$ cat config.mk
export PLATFORM = sky130hd
export DESIGN_NAME = tcb_lib_decoder
export DESIGN_NICKNAME = d
export VERILOG_FILES = /design/src/common/tcb_pkg.sv /design/src/interconnect/tcb_lib_decoder.sv
export SDC_FILE = /design/constraint.sdc
export NUM_CORES = 1
export LEC_CHECK = 0
export BUFFER_PORTS_ARGS = -buffer_cell sky130_fd_sc_hd__buf_2
export CAP_MARGIN = 20
export CORE_AREA = 10 10 89 91
export CTS_BUF_LIST = sky130_fd_sc_hd__clkbuf_8
export DETAILED_ROUTE_END_ITERATION = 10
export DIE_AREA = 0 0 99 101
export GPL_ROUTABILITY_DRIVEN = 0
export PLACE_DENSITY = 0.73
export SKIP_LAST_GASP = 1
export SYNTH_ARGS = -nofsm -noshare
export SYNTH_HDL_FRONTEND = slang
export SYNTH_SLANG_ARGS = --single-unit
export TNS_END_PERCENT = 5
$ cat constraint.sdc
create_clock -name clk -period 1.15 [get_ports clk]
set_input_delay 0.23 -clock clk [delete_from_list [all_inputs] [get_ports clk]]
set_output_delay 0.23 -clock clk [all_outputs]
set_load 0.02 [all_outputs]
$ cat src/common/tcb_pkg.sv
`default_nettype none

package tcb_pkg;

  ////////////////////////////////////////
  // interconnect configuration
  ////////////////////////////////////////

  // number of manager ports
  localparam int unsigned PN = 3;
  // manager index width
  localparam int unsigned PL = 2;

  // manager index
  typedef logic [PL-1:0] sel_t;

  // priority order, entry 0 wins
  // manager 2 beats 0, 0 beats 1
  localparam sel_t PRI [0:PN-1] = '{2'd2, 2'd0, 2'd1};

  // read data delay after the transfer edge
  localparam int unsigned DLY = 1;

  ////////////////////////////////////////
  // bus widths
  ////////////////////////////////////////

  // byte address
  typedef logic [11:0] adr_t;
  // byte enables
  typedef logic [3:0] ben_t;
  // write and read data
  typedef logic [31:0] dat_t;

  ////////////////////////////////////////
  // address map
  ////////////////////////////////////////

  // region select bit, 0 memory, 1 status
  localparam int unsigned REGION_BIT = 11;

  // memory depth in words and its index width
  localparam int unsigned MEM_WORDS = 512;
  localparam int unsigned MEM_AW = $clog2(MEM_WORDS);

  // status word offsets, address bits 3:2
  localparam logic [1:0] STS_ID = 2'd0;
  localparam logic [1:0] STS_SCRATCH = 2'd1;
  localparam logic [1:0] STS_SET = 2'd2;

  // identifier register value
  localparam dat_t STATUS_ID = 32'h7cb5_0a01;

endpackage

`default_nettype wire

$ cat src/interconnect/tcb_lib_decoder.sv
`timescale 1ns/1ps
`default_nettype none

module tcb_lib_decoder (
  input  logic          clk,
  input  logic          arst_n,
  // shared bus side
  input  logic          bus_vld,
  input  logic          bus_wen,
  input  tcb_pkg::adr_t bus_adr,
  input  tcb_pkg::ben_t bus_ben,
  input  tcb_pkg::dat_t bus_wdt,
  output logic          bus_rdy,
  output tcb_pkg::dat_t bus_rdt,
  // memory subordinate
  output logic          mem_vld,
  output logic          mem_wen,
  output tcb_pkg::adr_t mem_adr,
  output tcb_pkg::ben_t mem_ben,
  output tcb_pkg::dat_t mem_wdt,
  input  logic          mem_rdy,
  input  tcb_pkg::dat_t mem_rdt,
  // status subordinate
  output logic          sts_vld,
  output logic          sts_wen,
  output tcb_pkg::adr_t sts_adr,
  output tcb_pkg::ben_t sts_ben,
  output tcb_pkg::dat_t sts_wdt,
  input  logic          sts_rdy,
  input  tcb_pkg::dat_t sts_rdt
);

  import tcb_pkg::*;

  ////////////////////////////////////////
  // address decode
  ////////////////////////////////////////

  // region of the current request, high for status
  logic bus_sts;
  // accepted read on this edge
  logic bus_rd;
  // delayed region, one stage per response cycle
  logic [DLY-1:0] rsp_sts;

  assign bus_sts = bus_adr[REGION_BIT];

  // valid only toward the addressed subordinate
  assign mem_vld = bus_vld & ~bus_sts;
  assign sts_vld = bus_vld &  bus_sts;

  // payload goes to both, qualified by valid
  assign mem_wen = bus_wen;
  assign mem_adr = bus_adr;
  assign mem_ben = bus_ben;
  assign mem_wdt = bus_wdt;

  assign sts_wen = bus_wen;
  assign sts_adr = bus_adr;
  assign sts_ben = bus_ben;
  assign sts_wdt = bus_wdt;

  // ready from the addressed side
  assign bus_rdy = bus_sts ? sts_rdy : mem_rdy;

  ////////////////////////////////////////
  // response select
  ////////////////////////////////////////

  assign bus_rd = bus_vld & bus_rdy & ~bus_wen;

  // stage 0 captures region of each read transfer
  // and holds, so rdt stays on the last read
  always_ff @(posedge clk or negedge arst_n) begin
    if (!arst_n) begin
      rsp_sts <= '0;
    end else begin
      if (bus_rd) begin
        rsp_sts[0] <= bus_sts;
      end
      // later stages follow every cycle
      for (int unsigned i = 1; i < DLY; i++) begin
        rsp_sts[i] <= rsp_sts[i-1];
      end
    end
  end

  // next request may already sit on the bus here
  assign bus_rdt = rsp_sts[DLY-1] ? sts_rdt : mem_rdt;

endmodule

`default_nettype wire

---- Yosys cells after proc, flatten, opt, wreduce, memory -nomap -nowiden ----
Index checks and enable logic that the tools add are counted.
cells by class
  $add $sub $neg .......................... 0
  multipliers ............................. 0
  divide/modulo/power cells ............... 0
  $lt $le $gt $ge ......................... 0
  equality and inequality tests ........... 0
  shift operators ......................... 0
  multiplexer cells ....................... 2
  bitwise operators ....................... 6
  reduce and logical (&&, ||, !) cells .... 0
operators with widths
  kind               number
  32-bit 2-to-1 mux  1
  1-bit AND          4
  1-bit NOT          2
  1-bit 2-to-1 mux   1
word-level totals
  register bits after elaboration ......... 1
  bits in latches ......................... 0
  bits in writable memories ............... 0
  memory bits (read-only) ................. 0
  input bits .............................. 118
  output and inout port bits .............. 133
  logic and storage cells ................. 9
  memories kept ........................... 0

---- Depth between registers and ports, before layout ----
  depth in word-level cells ............... 3
  gate-level depth with buffers ........... 4
  mapped depth without buffers ............ 2

---- Least setup slack after synthesis ----
Ideal clock, no wire load.
  kind .................................... flip-flop to output port
  from .................................... reg rsp_sts
  to ...................................... out bus_rdt[10]
  arrival time ............................ 0.963 ns
  data required time ...................... 0.920 ns
  path slack .............................. -0.043 ns
  stages on the path, launching flop included .. 4
  path buffers ............................ 2
  path through ............................ dfrtp_1 -> buf_6 -> buf_12 -> mux2_4
on the way
  word-level cells in the longest chain between the ends .. 1
ends and longest elaborated chain
  element                          RTL line               source
  start, declared                  tcb_lib_decoder.sv:44  logic [DLY-1:0] rsp_sts;
  start signal, assigned by index  tcb_lib_decoder.sv:83  rsp_sts[i] <= rsp_sts[i-1];
  32-bit 2-to-1 mux                tcb_lib_decoder.sv:89  assign bus_rdt = rsp_sts[DLY-1] ? sts_rdt : mem_rdt;
  end, declared                    tcb_lib_decoder.sv:14  output tcb_pkg::dat_t bus_rdt,
Every way passes these cells.

---- Worst setup path after layout ----
  from .................................... reg rsp_sts
  to ...................................... out bus_rdt[21]
Same word-level chain as after synthesis.

==> results.cfg <==
[worst_setup_path]
crit_arrival_ns = 1.13
crit_chain = buf_12, clkbuf_16, mux2_4, buf_6
cp-end-kind = primary output
cp_max_fo = 6
critPathSlowestCell = dfrtp_2
rr_startpoint = rsp_sts
critPathKind = register to primary output
cp-startpoint = rsp_sts
cpPeakStageDelay_ns = 0.39
critPathLaunchType = register
required_ns = 0.92

[logic_synthesis]
ys_warn_count = 0
syn_area_per_cell_um2 = 9.47
synth_nets = 261
ys_ff_latch = 1
synthDistinctLibCells = 13
synth_cells = 143
synthesis.area_um2 = 1350
yosysSeqAreaShare = 0.0185

[final_layout]
multiInputGateArea_um2 = 518
finalNonFillerCells = 234
registers.top_by_ff_count = rsp_sts
diodes = 0
finish.utilization = 0.231
nets = 277
layout_common_cells = buf_2, mux2_4, buf_6, mux2_2
n_fill_cell = 666
layout_commonest_cell = buf_2
seqCellArea_um2 = 26.3
layout-drive-gt1-share = 0.955
synthToLayoutAreaGrowth_pct = 6.10
largest_reg_flops = 1
reg_top3 = rsp_sts x1

[timing]
post-route-period-util = 1.18
fin_ws_ns = -0.213
fin_skew_ns = 0
setup_violations = 32
rsz0062_at_grt = yes
slew_headroom = 0.906
hold_viol = 0
max_freq_ghz = 0.734
final_max_slew_viol_count = 0
worstMarginPinSlew_ns = 0.140
fin_crit_ns = 1.36
whs_ns = 0.00940

[clock_network]
clkTransAtPathRegs_ns = 0
clk_latency_ns = 0

[global_routing]
overflow = 0
grt_pass1_vias = 1062
antenna_found_initial = 0
grt_usage = 0.0637
grt_pass1_wl_um = 5500
grt_max_degree = 24

[die]
die_x_um = 99
die_area_um2 = 10000
core_um2 = 6200
die_h_um = 101
ioPinCount = 251
row_count = 29
initial_utilization = 0.218

[drt]
avgRoutedWirePerCell_um = 17.5
first_iter_violations = 6
drc_errors = 0
wl_um = 4100
ant_nets = 0
dr_total_vias = 896
firstDrtPassIters = 2
vias_per_cell = 3.83

[placement]
place_ws_ns = -0.207
dp.cells = 229
io_buffers = 109
dp_hpwl_um = 3480

[power_and_ir_drop]
ir_drop_uv = 243
total_leakage_power_uw = 0.000856
powerDensity_nw_per_um2 = 556
total_power_uw = 799

[status]
violations = negative setup slack
status = finished, violations left

[run]
maxCapViolCount = 0

[hold_path]
hold_class = input port to asynchronous set/reset pin
power breakdown:
group	switching, uW	internal (uW)	total (uW)
logic	326	433	758
clock network	0	0	0
registers	1.99	38.8	40.8
critical path, delay by kind of cell (launching register included):
| family | cells | cell delay, ns |
|---|---|---|
| buffers and inverters | 3 | 0.44 |
| DFF | 1 | 0.39 |
| muxes | 1 | 0.30 |
what timing repair did:
action | in CTS | in global routing
setup endpoints to repair | 32 | 32
hold buffers | 0 | 0
resized for setup | 0 | 43
setup buffers | 0 | 2
cloned | 0 | 3
synthesized netlist by cell type (all sizes together):
library cell  number  area (um^2)
nor2b              1         6.26
nand4b             1         8.76
and3b              1         8.76
buf              102          807
and2               1         6.26
mux2              33          477
o211ai             1         7.51
nand2              1         3.75
inv                1         3.75
dfrtp              1         25.0
through the flow:
stage | cell area, um^2 | TNS (ns)
floorplan | 1350 | -1.17
global placement | 1220 | -4.88
detailed placement | 1220 | -5.56
CTS | 1220 | -5.55
global route | 1440 | -6.94
finish | 1440 | -6.37
kinds of logic (layout without fill, tap and decap cells):
group                  Yosys count  count (layout)  share of synthesized area
buffers and inverters          103             117                      0.599
muxes                           33              33                      0.352
and+or+nand+nor                  5               5                     0.0250
AOI/OAI and AO/OA                1               1                    0.00555
DFF                              1               1                     0.0185
routing by layer:
layer | wire [um] | vias up | global-route usage
li1 | - | 392 | -
met3 | 724 | 7 | 0.0583
met2 | 1930 | 112 | 0.102
met1 | 1400 | 385 | 0.0614
met5 | 0 | - | 0
met4 | 36 | 0 | 0.00772
worst paths after layout:
kind	end	slack, ns	cells past startpoint
max	bus_rdt[21]	-0.21	4
min	rsp_sts	0.009	1
max reg2reg	rsp_sts	0.22	4
min reg2reg	rsp_sts	0.76	4
max in group asynchronous	rsp_sts	1.04	1
min in group clk	mem_wdt[27]	0.46	0
final cells by class:
class                   instances  area share
inverters                       1     0.00261
multi-input cells              39       0.361
flip-flops and latches          1      0.0183
well taps                      77      0.0671
repair buffers                116       0.551
Power figures use the tool's default switching activity.
