## src/common/tcb_pkg.sv

```systemverilog
`default_nettype none

package tcb_pkg;

  ////////////////////////////////////////
  // interconnect configuration
  ////////////////////////////////////////

  // number of manager ports
  localparam int unsigned PN = 3;
  // manager index width
  localparam int unsigned PL = 2;

  // manager index
  typedef logic [PL-1:0] sel_t;

  // priority order, entry 0 wins
  // manager 2 beats 0, 0 beats 1
  localparam sel_t PRI [0:PN-1] = '{2'd2, 2'd0, 2'd1};

  // read data delay after the transfer edge
  localparam int unsigned DLY = 1;

  ////////////////////////////////////////
  // bus widths
  ////////////////////////////////////////

  // byte address
  typedef logic [11:0] adr_t;
  // byte enables
  typedef logic [3:0] ben_t;
  // write and read data
  typedef logic [31:0] dat_t;

  ////////////////////////////////////////
  // address map
  ////////////////////////////////////////

  // region select bit, 0 memory, 1 status
  localparam int unsigned REGION_BIT = 11;

  // memory depth in words and its index width
  localparam int unsigned MEM_WORDS = 512;
  localparam int unsigned MEM_AW = $clog2(MEM_WORDS);

  // status word offsets, address bits 3:2
  localparam logic [1:0] STS_ID = 2'd0;
  localparam logic [1:0] STS_SCRATCH = 2'd1;
  localparam logic [1:0] STS_SET = 2'd2;

  // identifier register value
  localparam dat_t STATUS_ID = 32'h7cb5_0a01;

endpackage

`default_nettype wire

```

## src/interconnect/tcb_lib_arbiter.sv

```systemverilog
`timescale 1ns/1ps
`default_nettype none

module tcb_lib_arbiter (
  // request valids, one per manager
  input  logic [tcb_pkg::PN-1:0] vld,
  // winning manager index
  output tcb_pkg::sel_t          sel,
  // one-hot grant
  output logic [tcb_pkg::PN-1:0] gnt
);

  import tcb_pkg::*;

  ////////////////////////////////////////
  // local signals
  ////////////////////////////////////////

  // valids in priority order
  logic [PN-1:0] vld_ord;
  // winning position in priority order
  sel_t          pos;

  ////////////////////////////////////////
  // priority helpers
  ////////////////////////////////////////

  // place valid of manager PRI[i] at position i
  function automatic logic [PN-1:0] reorder (input logic [PN-1:0] val);
    for (int unsigned i = 0; i < PN; i++) begin
      reorder[i] = val[PRI[i]];
    end
  endfunction

  // lowest set position wins
  // no bit set gives position 0
  function automatic sel_t encode (input logic [PN-1:0] val);
    encode = '0;
    for (int i = PN-1; i >= 0; i--) begin
      if (val[i]) begin
        encode = sel_t'(i);
      end
    end
  endfunction

  ////////////////////////////////////////
  // fixed priority arbiter
  ////////////////////////////////////////

  assign vld_ord = reorder(vld);
  assign pos     = encode(vld_ord);

  // back to manager index
  // idle bus parks on the top priority manager
  assign sel = PRI[pos];

  // grant only a manager that actually requests
  always_comb begin
    gnt      = '0;
    gnt[sel] = vld[sel];
  end

endmodule

`default_nettype wire

```

## src/interconnect/tcb_lib_multiplexer.sv

```systemverilog
`timescale 1ns/1ps
`default_nettype none

module tcb_lib_multiplexer (
  // manager side
  input  logic [tcb_pkg::PN-1:0] man_vld,
  input  logic [tcb_pkg::PN-1:0] man_wen,
  input  tcb_pkg::adr_t          man_adr [0:tcb_pkg::PN-1],
  input  tcb_pkg::ben_t          man_ben [0:tcb_pkg::PN-1],
  input  tcb_pkg::dat_t          man_wdt [0:tcb_pkg::PN-1],
  output logic [tcb_pkg::PN-1:0] man_rdy,
  // shared bus side
  output logic                   bus_vld,
  output logic                   bus_wen,
  output tcb_pkg::adr_t          bus_adr,
  output tcb_pkg::ben_t          bus_ben,
  output tcb_pkg::dat_t          bus_wdt,
  input  logic                   bus_rdy
);

  import tcb_pkg::*;

  ////////////////////////////////////////
  // arbitration
  ////////////////////////////////////////

  // selected manager
  sel_t          sel;
  // one-hot grant
  logic [PN-1:0] gnt;

  tcb_lib_arbiter arbiter_i (
    .vld (man_vld),
    .sel (sel),
    .gnt (gnt)
  );

  ////////////////////////////////////////
  // request path
  ////////////////////////////////////////

  // any request means the winner requests
  assign bus_vld = |man_vld;

  // payload of the winner
  // parks on top priority manager while idle
  assign bus_wen = man_wen[sel];
  assign bus_adr = man_adr[sel];
  assign bus_ben = man_ben[sel];
  assign bus_wdt = man_wdt[sel];

  ////////////////////////////////////////
  // ready path
  ////////////////////////////////////////

  // losers see ready low and hold their request
  // the only back-pressure in the system
  assign man_rdy = gnt & {PN{bus_rdy}};

endmodule

`default_nettype wire

```

## config.mk

```make
export PLATFORM = sky130hd
export DESIGN_NAME = tcb_lib_multiplexer
export DESIGN_NICKNAME = d
export VERILOG_FILES = /design/src/common/tcb_pkg.sv /design/src/interconnect/tcb_lib_arbiter.sv /design/src/interconnect/tcb_lib_multiplexer.sv
export SDC_FILE = /design/constraint.sdc
export NUM_CORES = 1
export LEC_CHECK = 0
export BUFFER_PORTS_ARGS = -buffer_cell sky130_fd_sc_hd__buf_2
export CAP_MARGIN = 30
export CORE_AREA = 2 2 78 80
export DETAILED_ROUTE_END_ITERATION = 10
export DIE_AREA = 0 0 80 82
export GPL_TIMING_DRIVEN = 0
export PLACE_DENSITY_LB_ADDON = 0.2
export SYNTH_ARGS = -nofsm -noshare
export SYNTH_HDL_FRONTEND = slang
export SYNTH_SLANG_ARGS = --single-unit
```

## constraint.sdc

```tcl
create_clock -name vclk -period 4.9
set_clock_uncertainty 0.05 [all_clocks]
set_input_delay 1.47 -clock vclk [all_inputs]
set_output_delay 1.47 -clock vclk [all_outputs]
set_load 0.02 [all_outputs]
```

# After elaboration in Yosys (flattened, before gate mapping)
# Cells that the tools add are included.
# word_totals
register_bits	0
inputBits	151
out_inout_bits	53
wordCells	31
# classes
order_cmp	4
muxes	21
bitwise_logic	4
reduce_logical	2
# op_table
cell	n
$bmux 32 s2	1
$mux 32	2
$bmux 12 s2	1
$mux 12	2
$mux 2	5
$bmux 4 s2	1
$mux 4	2
$and 3x3->3	2
$ge 3x3->1 const B	2
$not 2->3	2
$bmux 1 s2	2
$bmux 2 s2	1
$lt 2x3->1 const B	1
$mux 1	3
$reduce_or 3->1	1
$demux 1 s2	1
$ge 2x1->1 const B	1
$logic_and 1x1->1	1

# Longest topological paths before layout
# logic_depth
ltp_word	13
depth_mapped	6

# Hierarchy
# A second synthesis with hierarchy kept.
# unflattened
hier_cells	124
hier_area_um2	1101.1
# modules_own_cells
module	instances	cells_each	area_per_inst_um2	seq_area_each_um2
tcb_lib_multiplexer	1	119	1068.5	0.0
tcb_lib_arbiter	1	5	32.5	0.0

# Worst setup path before layout
# No wires, ideal clock.
# synth_timing
kind	input to output
start	input man_vld[2] (netlist bit)
end	output bus_wdt[12]
arrival_time_ps	2466
required_ps	3380
slack_ps	914
stages	5
n_path_buf	2
cell_sequence	nand2b_1 -> clkbuf_1 -> buf_2 -> o22ai_1 -> nor3_1
# synth_via
elab_chain_len	9
# synth_lines
item	line	source
start, declared	tcb_lib_multiplexer.sv:6	input logic [tcb_pkg::PN-1:0] man_vld,
$mux 2	tcb_lib_arbiter.sv:40	if (val[i]) begin
$not 2->3 (implied by the code)	tcb_lib_arbiter.sv:55	assign sel = PRI[pos];
$bmux 2 s2	tcb_lib_arbiter.sv:55	
$mux 2 (implied by the code) (2 in a row)	tcb_lib_arbiter.sv:55	
$not 2->3 (implied by the code)	tcb_lib_multiplexer.sv:50	assign bus_wdt = man_wdt[sel];
$bmux 32 s2	tcb_lib_multiplexer.sv:50	
$mux 32 (implied by the code) (2 in a row)	tcb_lib_multiplexer.sv:50	
end, declared	tcb_lib_multiplexer.sv:17	output tcb_pkg::dat_t bus_wdt,
# Every way passes these cells. The select of a mux whose other input is x is not followed.

# Worst setup path in the final report
# layout_timing
start	input man_vld[0] (netlist bit)
end	output bus_adr[7]
# layout_via
elab_chain_len	10
# layout_lines
item	line	source
$mux 2 (2 in a row)	tcb_lib_arbiter.sv:40	
$not 2->3 (implied by the code)	tcb_lib_arbiter.sv:55	
$bmux 2 s2	tcb_lib_arbiter.sv:55	
$mux 2 (implied by the code) (2 in a row)	tcb_lib_arbiter.sv:55	
$not 2->3 (implied by the code)	tcb_lib_multiplexer.sv:48	assign bus_adr = man_adr[sel];
$bmux 12 s2	tcb_lib_multiplexer.sv:48	
$mux 12 (implied by the code) (2 in a row)	tcb_lib_multiplexer.sv:48	
end, declared	tcb_lib_multiplexer.sv:15	output tcb_pkg::adr_t bus_adr,
# Every way passes these cells. The select of a mux whose other input is x is not followed.

==> results.tsv <==
stage	metric	value	unit
synth	post-synthesis cell area	0.00141	mm²
timing	max_slew headroom	68.3	%
synth	Synth Instances	233	
layout	commonest cells after routing, fill and taps aside	buf_2, nor3_1, nor2b_1, o22ai_1, clkbuf_1	
layout	Seq. cell area	0	µm²
pwr	pwr dens	111	mW/mm²
clock_tree	postcts setup bufs	0	
setup_path	worst path arrival time	2.72	ns
placed_design	DP HPWL	5550	µm
timing	Least-Margin Pin Slew	0.476	ns
synth	top-area cell type share of the netlist area	31.7	%
grt	GRT Total Usage	19.1	%
worst_hold_path	Worst Min Path Start	man_vld[0]	
setup_path	WS Path Type	primary input to output pin	
placed_design	I/O Buffers	204	
timing	final worst-path cycle share	86.4	%
floorplan	FP Rows	28	
setup_path	CP endpoint kind	output pin	
detailed_routing	drt pass-1 iters	4	
grt	grt ovf	0	
detailed_routing	routed len/inst	13.6	µm
grt	vias in the first global route	2342	
pwr	Pleak	1.19	nW
clock_tree	post_cts resized	0	
detailed_routing	# DRC	0	
layout	Final Instance Area	0.00252	mm²
synth	Cell variety after synth	18	
grt	first-pass GRT wire length	10600	µm
layout	most common cell after layout, fill and taps aside	buf_2	
worst_hold_path	HP Class	primary input to output pin	
timing	final setup vio count	0	
setup_path	crit path launch	man_vld[0]	
synth	largest area contributor in the netlist	nor3_1	
floorplan	Die Y-Extent	82	µm
synth	synth warn	0	
synth	leading post-synthesis cells by cell area	nor3_1, nor2b_1, o22ai_1	
timing	worst hold margin	3.21	ns
layout	layout cells sized above 1	54.5	%
setup_path	kind of start point of the critical path	primary input	
layout	FF+latch count	0	
layout	Synth-to-Final Area Change	79.3	%
placed_design	dpl cells	512	
layout	Final Util	43.9	%
detailed_routing	initial DRC count	66	
grt	initial antenna violation count	0	
clock_tree	cts hold-fix bufs	0	
synth	Post-Syn Area per Cell	6.03	µm²
floorplan	DIE WIDTH	80	µm
run	max-cap viol count	0	
timing	Tmin final	4.24	ns
floorplan	initial core utilization	24.5	%
timing	Slew Limit Fails	0	
outcome	outcome	completed	
timing	setup tns final	0	ns
timing	RSZ-0062 raised after global routing	no	
layout	fin nets	590	
detailed_routing	Final ANT Viol Nets	0	
synth	net count of the mapped netlist	384	
placed_design	Placer Congestion	0.750	
detailed_routing	final WL	6960	µm
floorplan	full die area	0.00656	mm²
placed_design	Placed Area	0.00252	mm²
grt	largest net degree at the start of global routing	11	
layout	Clock buffer cells	0	
timing	Hold Violations, Final	0	
synth	Seq/Total Area, Yosys	0	%
detailed_routing	Via Count	2603	
timing	max frequency	0.236	GHz
setup_path	worst-path fanout max	10	
detailed_routing	post-DR vias/cell	5.08	
layout	final std cells w/o fill	512	
pwr	peak supply drop	0.0431	mV
floorplan	Core ar.	0.00575	mm²
floorplan	IO Pins	204	
setup_path	worst endpoint required time	3.38	ns
layout	ANT cells	0	
==> worst paths after layout <==
path	slack, ns	end	cells past startpoint
max	0.66	bus_adr[7]	7
min	3.21	man_rdy[1]	3
==> area by class of cell <==
cell class,count,area [µm²]
Tap cell,75,93.8
Fill cell,633,3230
Timing Repair Buffer,204,1020
Inverter,1,3.75
Multi-Input combinational cell,204,1260
Buffer,28,141
==> per-layer routing <==
layer  wire length, µm  vias up  global-route usage, %
met2              3620      137                   37.8
li1                  -     1287                      -
met3               680        6                   3.30
met4                46        0                   1.53
met1              2620     1173                   22.0
met5                 0        -                      0
==> power breakdown <==
part	switching, mW	internal [mW]	leakage (nW)
Clock	0	0	0
Combinational	0.157	0.123	1.19
Sequential	0	0	0
==> cell families (layout without fill, tap and decap cells) <==
| family | after synthesis | in the layout | share of synthesized area (%) |
|---|---|---|---|
| simple gates | 155 | 155 | 63.4 |
| buf+inv | 29 | 233 | 10.3 |
| compound gates | 49 | 49 | 26.3 |
==> synthesized netlist by cell type <==
| master | count |
|---|---|
| inv_1 | 1 |
| nand2_1 | 1 |
| buf_6 | 1 |
| buf_2 | 11 |
| or3_1 | 1 |
| buf_4 | 1 |
| nor2_1 | 1 |
| nor3_2 | 10 |
| and2_1 | 1 |
| clkbuf_1 | 13 |
| o22ai_1 | 39 |
| buf_1 | 1 |
| nor3_1 | 89 |
| o22ai_2 | 10 |
| nand2b_1 | 2 |
| buf_8 | 1 |
| or2_1 | 1 |
| nor2b_1 | 49 |
==> worst max-delay path, stage by stage <==
cell      delay, ns
buf_2          0.12
nand2b_1       0.06
clkbuf_1       0.21
buf_2          0.28
o22ai_1        0.10
nor3_1         0.25
buf_2          0.22
==> metrics by stage <==
stage	setup slack, ns	power (mW)
floorplan	0.914	0.156
CTS	0.668	0.282
global route	0.523	0.304
finish	0.665	0.280
global placement	0.671	0.277
detailed placement	0.667	0.281
Power figures use the tool's default switching activity.
