### src/common/tcb_pkg.sv
`default_nettype none

package tcb_pkg;

  ////////////////////////////////////////
  // interconnect configuration
  ////////////////////////////////////////

  // number of manager ports
  localparam int unsigned PN = 3;
  // manager index width
  localparam int unsigned PL = 2;

  // manager index
  typedef logic [PL-1:0] sel_t;

  // priority order, entry 0 wins
  // manager 2 beats 0, 0 beats 1
  localparam sel_t PRI [0:PN-1] = '{2'd2, 2'd0, 2'd1};

  // read data delay after the transfer edge
  localparam int unsigned DLY = 1;

  ////////////////////////////////////////
  // bus widths
  ////////////////////////////////////////

  // byte address
  typedef logic [11:0] adr_t;
  // byte enables
  typedef logic [3:0] ben_t;
  // write and read data
  typedef logic [31:0] dat_t;

  ////////////////////////////////////////
  // address map
  ////////////////////////////////////////

  // region select bit, 0 memory, 1 status
  localparam int unsigned REGION_BIT = 11;

  // memory depth in words and its index width
  localparam int unsigned MEM_WORDS = 512;
  localparam int unsigned MEM_AW = $clog2(MEM_WORDS);

  // status word offsets, address bits 3:2
  localparam logic [1:0] STS_ID = 2'd0;
  localparam logic [1:0] STS_SCRATCH = 2'd1;
  localparam logic [1:0] STS_SET = 2'd2;

  // identifier register value
  localparam dat_t STATUS_ID = 32'h7cb5_0a01;

endpackage

`default_nettype wire

### src/source/tcb_status.sv
`timescale 1ns/1ps
`default_nettype none

module tcb_status (
  input  logic          clk,
  input  logic          arst_n,
  // subordinate port
  input  logic          vld,
  input  logic          wen,
  input  tcb_pkg::adr_t adr,
  input  tcb_pkg::ben_t ben,
  input  tcb_pkg::dat_t wdt,
  output logic          rdy,
  output tcb_pkg::dat_t rdt
);

  import tcb_pkg::*;

  ////////////////////////////////////////
  // registers
  ////////////////////////////////////////

  // word offset within the block
  logic [1:0] ofs;
  // byte enables widened to a bit mask
  dat_t       msk;
  // read and write scratch
  dat_t       scratch;
  // bits only ever set by writes
  dat_t       sticky;

  assign ofs = adr[3:2];
  assign rdy = 1'b1;

  always_comb begin
    for (int unsigned b = 0; b < $bits(ben_t); b++) begin
      msk[8*b +: 8] = {8{ben[b]}};
    end
  end

  // writes, identifier and offset 3 ignore them
  always_ff @(posedge clk or negedge arst_n) begin
    if (!arst_n) begin
      scratch <= '0;
      sticky  <= '0;
    end else if (vld & rdy & wen) begin
      case (ofs)
        // byte merge
        STS_SCRATCH: scratch <= (scratch & ~msk) | (wdt & msk);
        // OR in enabled bytes
        STS_SET:     sticky  <= sticky | (wdt & msk);
        default:     ;
      endcase
    end
  end

  ////////////////////////////////////////
  // read data
  ////////////////////////////////////////

  // registered, valid the cycle after the transfer
  always_ff @(posedge clk or negedge arst_n) begin
    if (!arst_n) begin
      rdt <= '0;
    end else if (vld & rdy & ~wen) begin
      case (ofs)
        STS_ID:      rdt <= STATUS_ID;
        STS_SCRATCH: rdt <= scratch;
        STS_SET:     rdt <= sticky;
        // unused offset
        default:     rdt <= '0;
      endcase
    end
  end

endmodule

`default_nettype wire

### config.mk
export PLATFORM = sky130hd
export DESIGN_NAME = tcb_status
export DESIGN_NICKNAME = d
export VERILOG_FILES = /design/src/common/tcb_pkg.sv /design/src/source/tcb_status.sv
export SDC_FILE = /design/constraint.sdc
export NUM_CORES = 1
export LEC_CHECK = 0
export ABC_AREA = 1
export CAP_MARGIN = 20
export CELL_PAD_IN_SITES_DETAIL_PLACEMENT = 0
export CELL_PAD_IN_SITES_GLOBAL_PLACEMENT = 1
export CORE_ASPECT_RATIO = 1.25
export CORE_MARGIN = 10
export CORE_UTILIZATION = 35
export CTS_BUF_LIST = sky130_fd_sc_hd__clkbuf_4 sky130_fd_sc_hd__clkbuf_8 sky130_fd_sc_hd__clkbuf_16
export CTS_CLUSTER_DIAMETER = 120
export DETAILED_ROUTE_END_ITERATION = 10
export DONT_BUFFER_PORTS = 1
export PLACE_DENSITY_LB_ADDON = 0.25
export SYNTH_ARGS = -nofsm -noshare
export SYNTH_HDL_FRONTEND = slang
export SYNTH_SLANG_ARGS = --single-unit
### constraint.sdc
create_clock -name clk -period 1.1 [get_ports clk]
set_input_delay 0.165 -clock clk [delete_from_list [all_inputs] [get_ports clk]]
set_output_delay 0.165 -clock clk [all_outputs]
set_load 0.005 [all_outputs]
Word-level counts from Yosys, hierarchy flattened
Index checks and enable logic that the tools add are counted.

Output and inout bits: 33. Register bits after elaboration: 96. Bits in writable memories: 0. ROM bits: 0. Latch bits: 0. Memories kept: 0.

Multiplexer cells: 1. Bitwise logic cells: 8. Shift operators: 0. Order comparisons: 0. Add/subtract/negate cells: 0. Divide/modulo/power cells: 0. Reductions and logical operators: 3. Multiply operators: 0. Equal/unequal tests: 2.

Operators with widths (number): $pmux W32 S3 (1); $and A32 B32 Y32 (2); $or A32 B32 Y32 (2); $not A32 Y32 (1); $reduce_and A2 Y1 (2); $and A1 B1 Y1 (2); $eq A2 B1 Y1 const B (1); $eq A2 B2 Y1 const B (1); $logic_not A2 Y1 (1); $not A1 Y1 (1).

Depth between registers and ports, before layout
Gate-level depths: netlist (run 1).

Depth in word-level cells: 3. Gate-level depth with buffers: 7. Depth with buffers taken out: 5.

Worst setup path before layout (run 1)
Ideal clock, no wire load.

Path type: input-to-reg. From: input adr[3]. To: register with a tool-made name. Buffers on the path: 2. Path slack: 183 ps. Data required time: 1034 ps. Setup time: 66 ps. Stages: 7. Arrival time: 851 ps. Cell sequence: buf_2 -> inv_2 -> nand2_1 -> nor2_2 -> buf_4 -> nand3_1 -> nand2_1.

RTL lines: start, declared (RTL line tcb_status.sv:10) `input tcb_pkg::adr_t adr,`.

Worst setup path after layout (run 1)
From: register rdt[24]. To: output rdt[24].

RTL lines: start, declared (RTL line tcb_status.sv:14) `output tcb_pkg::dat_t rdt`; start signal, assigned (RTL line tcb_status.sv:68) `STS_SCRATCH: rdt <= scratch;`; start signal, assigned (RTL line tcb_status.sv:69) `STS_SET: rdt <= sticky;`.

No word-level cell between the ends.

==> results.md, run 1 <==
* Die Span X at 118.3 microns
* Largest net degree at the start of global routing at 97
* Root buffer cell: clkbuf_16
* Slew at the pin closest to its max-slew limit at 608.9 ps
* Unrepaired setup endpoints after global routing: false
* Vias post-DR at 3348
* Die Footprint at 16920 sq um
* Synth Register Bits at 96
* P_leak at 2.577 nW
* Count of port buffers added during placement at 0
* Setup bufs post-CTS at 0
* Nets@finish at 581
* Pwr dens at 1759 nW/um^2
* CTS tree: done
* Yosys warns at 0
* Max VDD drop at 735.4 uV
* Post-synth net total at 551
* Xor/xnor share of the synthesized area at 0%
* Nature of the critical path startpoint: flip-flop
* DRC at 0
* RePlAce Congestion at 0.7463
* Area Overhead vs Synth at 20.58%
* Setup crit end: rdt[24]
* Post-Synth Adder-Cell Area at 0%
* Final worst slack at 174.7 ps
* Final Hold Fails at 96
* Ant. Diodes at 0
* Die height at 142.9 microns
* Placed inst area at 4414 sq um
* Initial antenna violation count at 0
* GRT Util Overall at 14.47%
* 1st-pass router iterations at 4
* Htree depth at 3
* Largest family of logic cells by synthesized area: simple AND/OR/NAND/NOR gates
* Final Critical Period at 925.3 ps
* Via density at 4.817
* Vias in the first global route at 3434
* Outcome: complete, but fails checks
* Sequential area share after synthesis at 56.77%
* Failing checks: negative hold slack
* Headroom to the max-slew limit at 59.40%
* Worst Hold Class: in -> async
* Arrival time of the worst setup path at 760 ps
* Post-Layout Inst Area at 5102 sq um
* Final total power at 8.975 mW
* Core footprint at 11730 sq um
* First-pass GRT wire length at 19490 microns
* Cts hold-fix bufs at 37
* RR Endpoint: rdt[9]$_DFFE_PN0P_
* Initial core utilization at 36.09%
* Mapped Area at 4232 sq um
* Post-Route WL at 11800 microns
* Max cap viols at 0
* CP required at 940 ps
* Fin crit share at 84.12%
* Total grt overflow at 0
* R2R depth at 3
* Hold_ws at -480.8 ps
* F_max at 1.081 GHz
* Setup slack at placement at 70.94 ps
* Mux cell area share after synthesis at 0%
* Wire per inst at 16.97 microns
* Pins Over Slew Limit at 0
* CP Capture Type: output pin
* Compound-Gate Fraction of Synth Area at 5.736%
* Final setup viols at 0
* Layout cell share with drive strength beyond 1 at 7.865%
* Avg Cell Area, Syn at 8.480 sq um
* Worst setup path start: rdt[24]$_DFFE_PN0P_
* CTS sink count at 96
* DR iter-0 viols at 147
* Setup Crit Path Kind: reg -> out
* Simple-gate area share of the yosys netlist at 33.09%
* IO Count at 85
* Reg2reg setup slack at 190 ps
* Maximum buffer depth of the clock tree at 2
* Worst-path clk slew at 70 ps
* Post-Syn Instances at 499
* ANT nets after route at 0
* DP HPWL at 7400 microns
* CTS Buf Count at 9
* Most common cell after layout, fill and taps aside: nand2_1
* Post-synth cell types at 19
* Worst-skew pair later-pin latency at 340 ps
* Fin Setup TNS at 0 ps
* WP depth at 0
* FP Rows at 44
* Crit path max fanout at 2
* Clock Skew at 7.823 ps
* Commonest cells after routing, fill and taps aside: nand2_1, dfrtp_1, nand3_1, dlygate4sd3_1, o21bai_1
[Yosys cell counts]
library cell | number | area [sq um]
a21oi_1 | 1 | 5.000
buf_2 | 14 | 70.07
buf_4 | 4 | 30.03
clkbuf_1 | 15 | 56.30
conb_1 | 1 | 3.750
dfrtp_1 | 96 | 2402
inv_1 | 5 | 18.77
inv_2 | 2 | 7.510
nand2_1 | 225 | 844.6
nand3_1 | 82 | 410.4
nand3_2 | 4 | 40.04
nand4_1 | 1 | 6.260
nor2_1 | 3 | 11.26
nor2_2 | 2 | 12.51
o21ai_0 | 1 | 5.000
o21bai_1 | 31 | 232.7
or2_0 | 8 | 50.05
or2_1 | 1 | 6.260
or2_2 | 3 | 18.77
[final cells by class]
cell class	count	area, sq um
Tap cell	161	201.4
Inverter	7	26.28
Clock buffer	13	267.8
Sequential cell	96	2402
Clock inverter	3	40.04
Multi-Input combinational cell	363	1647
Timing Repair Buffer	52	518.0
Fill cell	1192	6624
[worst reg2reg max path: stages (launching register included)]
cell and delay (ps):
dfrtp_1 380, or2_2 290, nand3_1 90, nand2_1 60
[worst min path at each step]
stage | from | depth (start not counted) | endpoint | slack [ps]
5_1_grt | arst_n | 0 | rdt[6]$_DFFE_PN0P_ | -500
6_report | arst_n | 0 | rdt[6]$_DFFE_PN0P_ | -480
3_5_place_dp | arst_n | 0 | rdt[6]$_DFFE_PN0P_ | -130
3_3_place_gp | arst_n | 0 | rdt[6]$_DFFE_PN0P_ | -130
2_1_floorplan | arst_n | 0 | async pin | -130
4_1_cts | arst_n | 0 | rdt[10]$_DFFE_PN0P_ | -500
[power by group]
part           switching, mW  internal (mW)  leakage [nW]
clock network           1.30           1.93         0.156
logic                  0.565          0.566          1.23
registers              0.404           4.20          1.19
[cells by family (layout without fill, tap and decap cells)]
family | count (synthesis) | in the layout
AOI/OAI and AO/OA | 33 | 33
buffers and inverters | 40 | 75
DFF | 96 | 96
other | 1 | 1
and+or+nand+nor | 329 | 329
[repair_timing]
item,CTS,global route
endpoints found under the hold margin,161,96
endpoints found under the setup margin,0,53
gates resized for setup,0,4
[through the flow]
| step | std cells | util, % |
|---|---|---|
| after floorplan | 499 | - |
| after global placement | 642 | 37.64 |
| after detailed placement | 642 | 37.64 |
| after CTS | 695 | 43.43 |
| after global routing | 695 | 43.51 |
| final | 695 | 43.51 |
[routing by layer]
metal / share of wire [%] / wire length, microns / track usage (%) / vias to the layer above
met5: 0 / 0 / 0 / -
met4: 0.97 / 114 / 3.977 / 0
met2: 47 / 5516 / 22.56 / 77
met1: 47 / 5500 / 19.45 / 1617
li1: - / - / - / 1647
met3: 5.6 / 664 / 3.787 / 7
(Power assumes the default switching activity.)
==> run 2, diff against run 1 <==
==> constraint.sdc (replaced) <==
create_clock -name clk -period 0.96 [get_ports clk]
set_input_delay 0.144 -clock clk [delete_from_list [all_inputs] [get_ports clk]]
set_output_delay 0.144 -clock clk [all_outputs]
set_load 0.005 [all_outputs]
==> run 2 against run 1 <==
The run still ends with negative hold slack left. Largest power group unchanged. Register-to-register slack got worse by 130 ps. Clock power increased by 6.8%. Setup slack got worse by 120 ps. Combinational power increased by 17%. Largest cell class unchanged. Critical endpoint is now rdt[31]. Flip-flop and latch count unchanged.
==> results.md, run 2 (synthesized netlist as in run 1, its figures left out) <==
* Outcome: complete, but fails checks (unchanged)
* Failing checks: negative hold slack (unchanged)
* Highest metal used: met4 (unchanged)
* Count of port buffers added during placement at 0 (unchanged)
* Post-Layout Inst Area at 5196 sq um (was 5102 sq um)
* DP HPWL at 7358 microns (was 7400 microns)
* FP Rows at 44 (unchanged)
* Vias post-DR at 3454 (was 3348)
* Total grt overflow at 0 (unchanged)
* Maximum buffer depth of the clock tree at 2 (unchanged)
* P_leak at 2.578 nW (was 2.577 nW)
* Most common cell after layout, fill and taps aside: nand2_1 (unchanged)
* Final setup viols at 0 (unchanged)
* F_max at 1.106 GHz
* Nature of the critical path startpoint: flip-flop (unchanged)
* Post-Route WL at 12170 microns (was 11800 microns)
* Pwr dens at 1934 nW/um^2 (was 1759 nW/um^2)
* CTS Buf Count at 9 (unchanged)
* Fin Setup TNS at 0 ps (unchanged)
* First-pass GRT wire length at 19950 microns (was 19490 microns)
* Area Overhead vs Synth at 22.80% (was 20.58%)
* WP depth at 0 (unchanged)
* Vias in the first global route at 3639 (was 3434)
* R2R depth at 3 (unchanged)
* Initial core utilization at 36.09% (unchanged)
* Commonest cells after routing, fill and taps aside: nand2_1, dfrtp_1, nand3_1, dlygate4sd3_1, o21bai_1 (unchanged)
* Layout cell share with drive strength beyond 1 at 8.471% (was 7.865%)
* Wire length on met2 at 5819 microns (was 5516 microns)
* CP Capture Type: output pin (unchanged)
* Final Hold Fails at 139 (was 96)
* Die Span X at 118.3 microns (unchanged)
* Worst-path clk slew at 70 ps (about the same)
* Metal3 WL at 869 microns (was 664 microns)
* Worst-skew pair later-pin latency at 330 ps (was 340 ps)
* Hold_ws at -501.1 ps (was -480.8 ps)
* 1st-pass router iterations at 5 (was 4)
* Fin crit share at 94.21%
* Wire per inst at 17.29 microns (was 16.97 microns)
* Nets@finish at 590 (was 581)
* DR iter-0 viols at 258 (was 147)
* Die height at 142.9 microns (unchanged)
* RePlAce Congestion at 0.7365 (was 0.7463)
* Largest net degree at the start of global routing at 97 (unchanged)
* Arrival time of the worst setup path at 760 ps (about the same)
* Ant. Diodes at 0 (unchanged)
* DRC at 0 (unchanged)
* Reg2reg setup slack at 60 ps (was 190 ps)
* Placed inst area at 4454 sq um (was 4414 sq um)
* Worst Hold Class: in -> async (unchanged)
* Initial antenna violation count at 0 (unchanged)
* CP required at 820 ps (was 940 ps)
* CTS sink count at 96 (unchanged)
* Cts hold-fix bufs at 44 (was 37)
* Root buffer cell: clkbuf_16 (unchanged)
* Core footprint at 11730 sq um (unchanged)
* Via density at 4.906 (was 4.817)
* M1 WL at 5345 microns (was 5500 microns)
* Setup Crit Path Kind: reg -> out (unchanged)
* IO Count at 85 (unchanged)
* Unrepaired setup endpoints after global routing: false (unchanged)
* Setup bufs post-CTS at 0 (unchanged)
* Crit path max fanout at 2 (unchanged)
* Die Footprint at 16920 sq um (unchanged)
* CTS tree: done (unchanged)
* ANT nets after route at 0 (unchanged)
* RR Endpoint: rdt[11]$_DFFE_PN0P_ (was rdt[9]$_DFFE_PN0P_)
* Max cap viols at 0 (unchanged)
* Final total power at 10.05 mW (was 8.975 mW)
* GRT Util Overall at 14.78% (was 14.47%)
* Pins Over Slew Limit at 0 (unchanged)
* Final Critical Period at 904.4 ps
* Htree depth at 3 (unchanged)
* Clock Skew at 5.185 ps (was 7.823 ps)
* Max VDD drop at 791.2 uV (was 735.4 uV)
## run 2: per-stage QoR
stage	hold slack, ps	util (%)	setup WS [ps]	std cells
after CTS	-511.7	44.21	11.56	704
after floorplan	-151.6	-	64.13	499
after global routing	-518.9	44.31	18.12	704
after global placement	-147.9	37.99	34.04	644
after detailed placement	-147.9	37.99	12.54	644
final	-501.1	44.31	55.59	704
## run 2: how the worst max path moves through the flow
stage / startpoint / endpoint / slack, ps
finish: rdt[31]$_DFFE_PN0P_ / rdt[31] / 60
global route: rdt[31]$_DFFE_PN0P_ / rdt[31] / 20
CTS: ben[0] / sticky[4]$_DFFE_PN0P_ / 10
detailed placement: wen / flip-flop / 10
global placement: adr[2] / sticky[20]$_DFFE_PN0P_ / 30
floorplan: adr[3] / flip-flop / 60
## run 2: routing by layer
layer	vias to the layer above	global-route usage (%)
met1	1674	18.75
met4	0	4.563
met3	12	4.142
met5	-	0
li1	1674	-
met2	94	23.98
## run 2: layout make-up
type,count,area (sq um)
Multi-Input combinational cell,363,1657
Sequential cell,96,2402
Inverter,7,26.28
Tap cell,161,201.4
Fill cell,1205,6530
Clock inverter,3,15.01
Clock buffer,13,274.0
Timing Repair Buffer,61,620.6
## run 2: power breakdown
| part | internal [mW] | leakage [nW] | switching [mW] | total (mW) |
|---|---|---|---|---|
| Sequential | 4.82 | 1.19 | 0.464 | 5.28 |
| Clock | 1.99 | 0.149 | 1.46 | 3.45 |
| Combinational | 0.682 | 1.24 | 0.634 | 1.32 |
## run 2: timing repair
item,4_1_cts,5_1_grt
setup endpoints to repair,0,9
resized for setup,0,3
hold endpoints to repair,163,139
==> run 3, diff against run 2 <==
--- a/config.mk
+++ b/config.mk
@@ -12,7 +12,6 @@
 export CORE_ASPECT_RATIO = 1.25
 export CORE_MARGIN = 10
 export CORE_UTILIZATION = 35
-export CTS_BUF_LIST = sky130_fd_sc_hd__clkbuf_4 sky130_fd_sc_hd__clkbuf_8 sky130_fd_sc_hd__clkbuf_16
 export CTS_CLUSTER_DIAMETER = 120
 export DETAILED_ROUTE_END_ITERATION = 10
 export DONT_BUFFER_PORTS = 1
==> run 3 against run 2 <==
Register-to-register slack about the same. Non-clock buffer count increased by 1. Sequential power about the same. Flip-flop and latch count unchanged. Clock skew about the same. Core utilization increased by 0.053 points. The flow still finishes with violations (negative hold slack). Setup slack got worse by 1.5 ps.
==> results.md, run 3 (synthesized netlist as in run 1, its figures left out) <==
* Post-Route WL at 12100 microns (was 12170 microns)
* Core footprint at 11730 sq um (unchanged)
* Wire per inst at 17.17 microns (was 17.29 microns)
* Worst Hold Class: in -> async (unchanged)
* Via density at 4.925 (was 4.906)
* Maximum buffer depth of the clock tree at 2 (unchanged)
* Final std cells w/o fill at 705 (was 704)
* F_max at 1.104 GHz (was 1.106 GHz)
* Max cap viols at 0 (unchanged)
* 1st-pass router iterations at 5 (unchanged)
* Setup Crit Path Kind: reg -> out (unchanged)
* Layout cell share with drive strength beyond 1 at 8.272% (was 8.471%)
* CP Capture Type: output pin (unchanged)
* Worst setup path start: rdt[31]$_DFFE_PN0P_ (unchanged)
* CP required at 820 ps (about the same)
* P_leak at 2.579 nW (was 2.578 nW)
* Initial core utilization at 36.09% (unchanged)
* Outcome: complete, but fails checks (unchanged)
* Multi-input logic area at 1657 sq um (unchanged)
* Most common cell after layout, fill and taps aside: nand2_1 (unchanged)
* Nets@finish at 591 (was 590)
* Total grt overflow at 0 (unchanged)
* CTS Buf Count at 9 (unchanged)
* Setup crit end: rdt[31] (unchanged)
* Root buffer cell: clkbuf_16 (unchanged)
* Initial antenna violation count at 0 (unchanged)
* Failing checks: negative hold slack (unchanged)
* Vias in the first global route at 3633 (was 3639)
* Count of port buffers added during placement at 0 (unchanged)
* Unrepaired setup endpoints after global routing: false (unchanged)
* Fin crit share at 94.37% (was 94.21%)
* FP Rows at 44 (unchanged)
* Clock Skew at 5.577 ps (was 5.185 ps)
* GRT Util Overall at 14.77% (was 14.78%)
* Hold_ws at -501.2 ps (was -501.1 ps)
* Commonest cells after routing, fill and taps aside: nand2_1, dfrtp_1, nand3_1, dlygate4sd3_1, o21bai_1 (unchanged)
* Die Span X at 118.3 microns (unchanged)
* Post-Layout Inst Area at 5202 sq um (was 5196 sq um)
* DP HPWL at 7358 microns (unchanged)
* Die height at 142.9 microns (unchanged)
* Final Critical Period at 905.9 ps (was 904.4 ps)
* Pwr dens at 1925 nW/um^2 (was 1934 nW/um^2)
* Setup bufs post-CTS at 0 (unchanged)
* Pins Over Slew Limit at 0 (unchanged)
* DR iter-0 viols at 248 (was 258)
* Cts hold-fix bufs at 45 (was 44)
* Vias post-DR at 3472 (was 3454)
* CTS sink count at 96 (unchanged)
* WP depth at 0 (unchanged)
* Crit path max fanout at 2 (unchanged)
* Max VDD drop at 784.2 uV (was 791.2 uV)
* Arrival time of the worst setup path at 760 ps (about the same)
* Htree depth at 3 (unchanged)
* RePlAce Congestion at 0.7365 (unchanged)
* Nature of the critical path startpoint: flip-flop (unchanged)
* Final Hold Fails at 139 (unchanged)
* Fin Setup TNS at 0 ps (unchanged)
* IO Count at 85 (unchanged)
* Layout fillers at 1201 (was 1205)
* ANT nets after route at 0 (unchanged)
* FF/Latch Area at 2402 sq um (unchanged)
* Area Overhead vs Synth at 22.95% (was 22.80%)
* CTS tree: done (unchanged)
* R2R depth at 3 (unchanged)
* Worst-path clk slew at 70 ps (about the same)
* DRC at 0 (unchanged)
* RR Endpoint: rdt[11]$_DFFE_PN0P_ (unchanged)
* Worst-skew pair later-pin latency at 330 ps (about the same)
* Placed inst area at 4454 sq um (unchanged)
* Die Footprint at 16920 sq um (unchanged)
* Ant. Diodes at 0 (unchanged)
* Final setup viols at 0 (unchanged)
* First-pass GRT wire length at 19930 microns (was 19950 microns)
* Largest net degree at the start of global routing at 97 (unchanged)
* Reg2reg setup slack at 60 ps (about the same)
* Placed insts at 644 (unchanged)
run 3: cell count changes in the layout (fill, tap and decap cells not counted), sizes merged:
cell / previous run / this run
dlygate4sd3: 43 / 44
run 3: worst min-delay path by stage:
stage | to | slack [ps] | from
6_report | rdt[7]$_DFFE_PN0P_ | -500 | arst_n
4_1_cts | rdt[7]$_DFFE_PN0P_ | -510 | arst_n
5_1_grt | sticky[29]$_DFFE_PN0P_ | -520 | arst_n
2_1_floorplan | async pin | -150 | arst_n
3_5_place_dp | rdt[6]$_DFFE_PN0P_ | -150 | arst_n
3_3_place_gp | rdt[6]$_DFFE_PN0P_ | -150 | arst_n
run 3: final cells by class:
type / instances / area share, %
flip-flops and latches: 96 / 46.18
multi-input cells: 363 / 31.84
repair buffers: 62 / 12.12
clock buffers: 13 / 5.195
well taps: 161 / 3.872
inverters: 7 / 0.5051
clock inverters: 3 / 0.2886
run 3: report_power, final:
part / switching, mW / internal [mW] / leakage (nW)
Clock: 1.46 / 1.96 / 0.145
Combinational: 0.633 / 0.685 / 1.25
Sequential: 0.462 / 4.82 / 1.19
Total: 2.55 / 7.46 / 2.58
run 3: what timing repair did:
| item | CTS | global route |
|---|---|---|
| hold endpoints to repair | 162 | 139 |
| gates resized for setup | 0 | 3 |
| endpoints found under the setup margin | 0 | 9 |
run 3: metal layers:
metal | wire length (microns) | track usage [%] | up-vias
li1 | - | - | 1675
met1 | 5344 | 18.92 | 1690
met2 | 5779 | 23.71 | 95
met3 | 838 | 4.142 | 12
met4 | 139 | 4.563 | 0
met5 | 0 | 0 | -
run 3: through the flow:
| step | hold slack [ps] | setup WS [ps] | total power, mW | util [%] |
|---|---|---|---|---|
| 6_report | -501.2 | 54.08 | 10.01 | 44.37 |
| 5_1_grt | -518.9 | 18.12 | 10.64 | 44.37 |
| 4_1_cts | -511.7 | 11.56 | 10.17 | 44.26 |
| 3_5_place_dp | -147.9 | 12.54 | 6.502 | 37.99 |
| 3_3_place_gp | -147.9 | 34.04 | 6.447 | 37.99 |
| 2_1_floorplan | -151.6 | 64.13 | 6.199 | - |
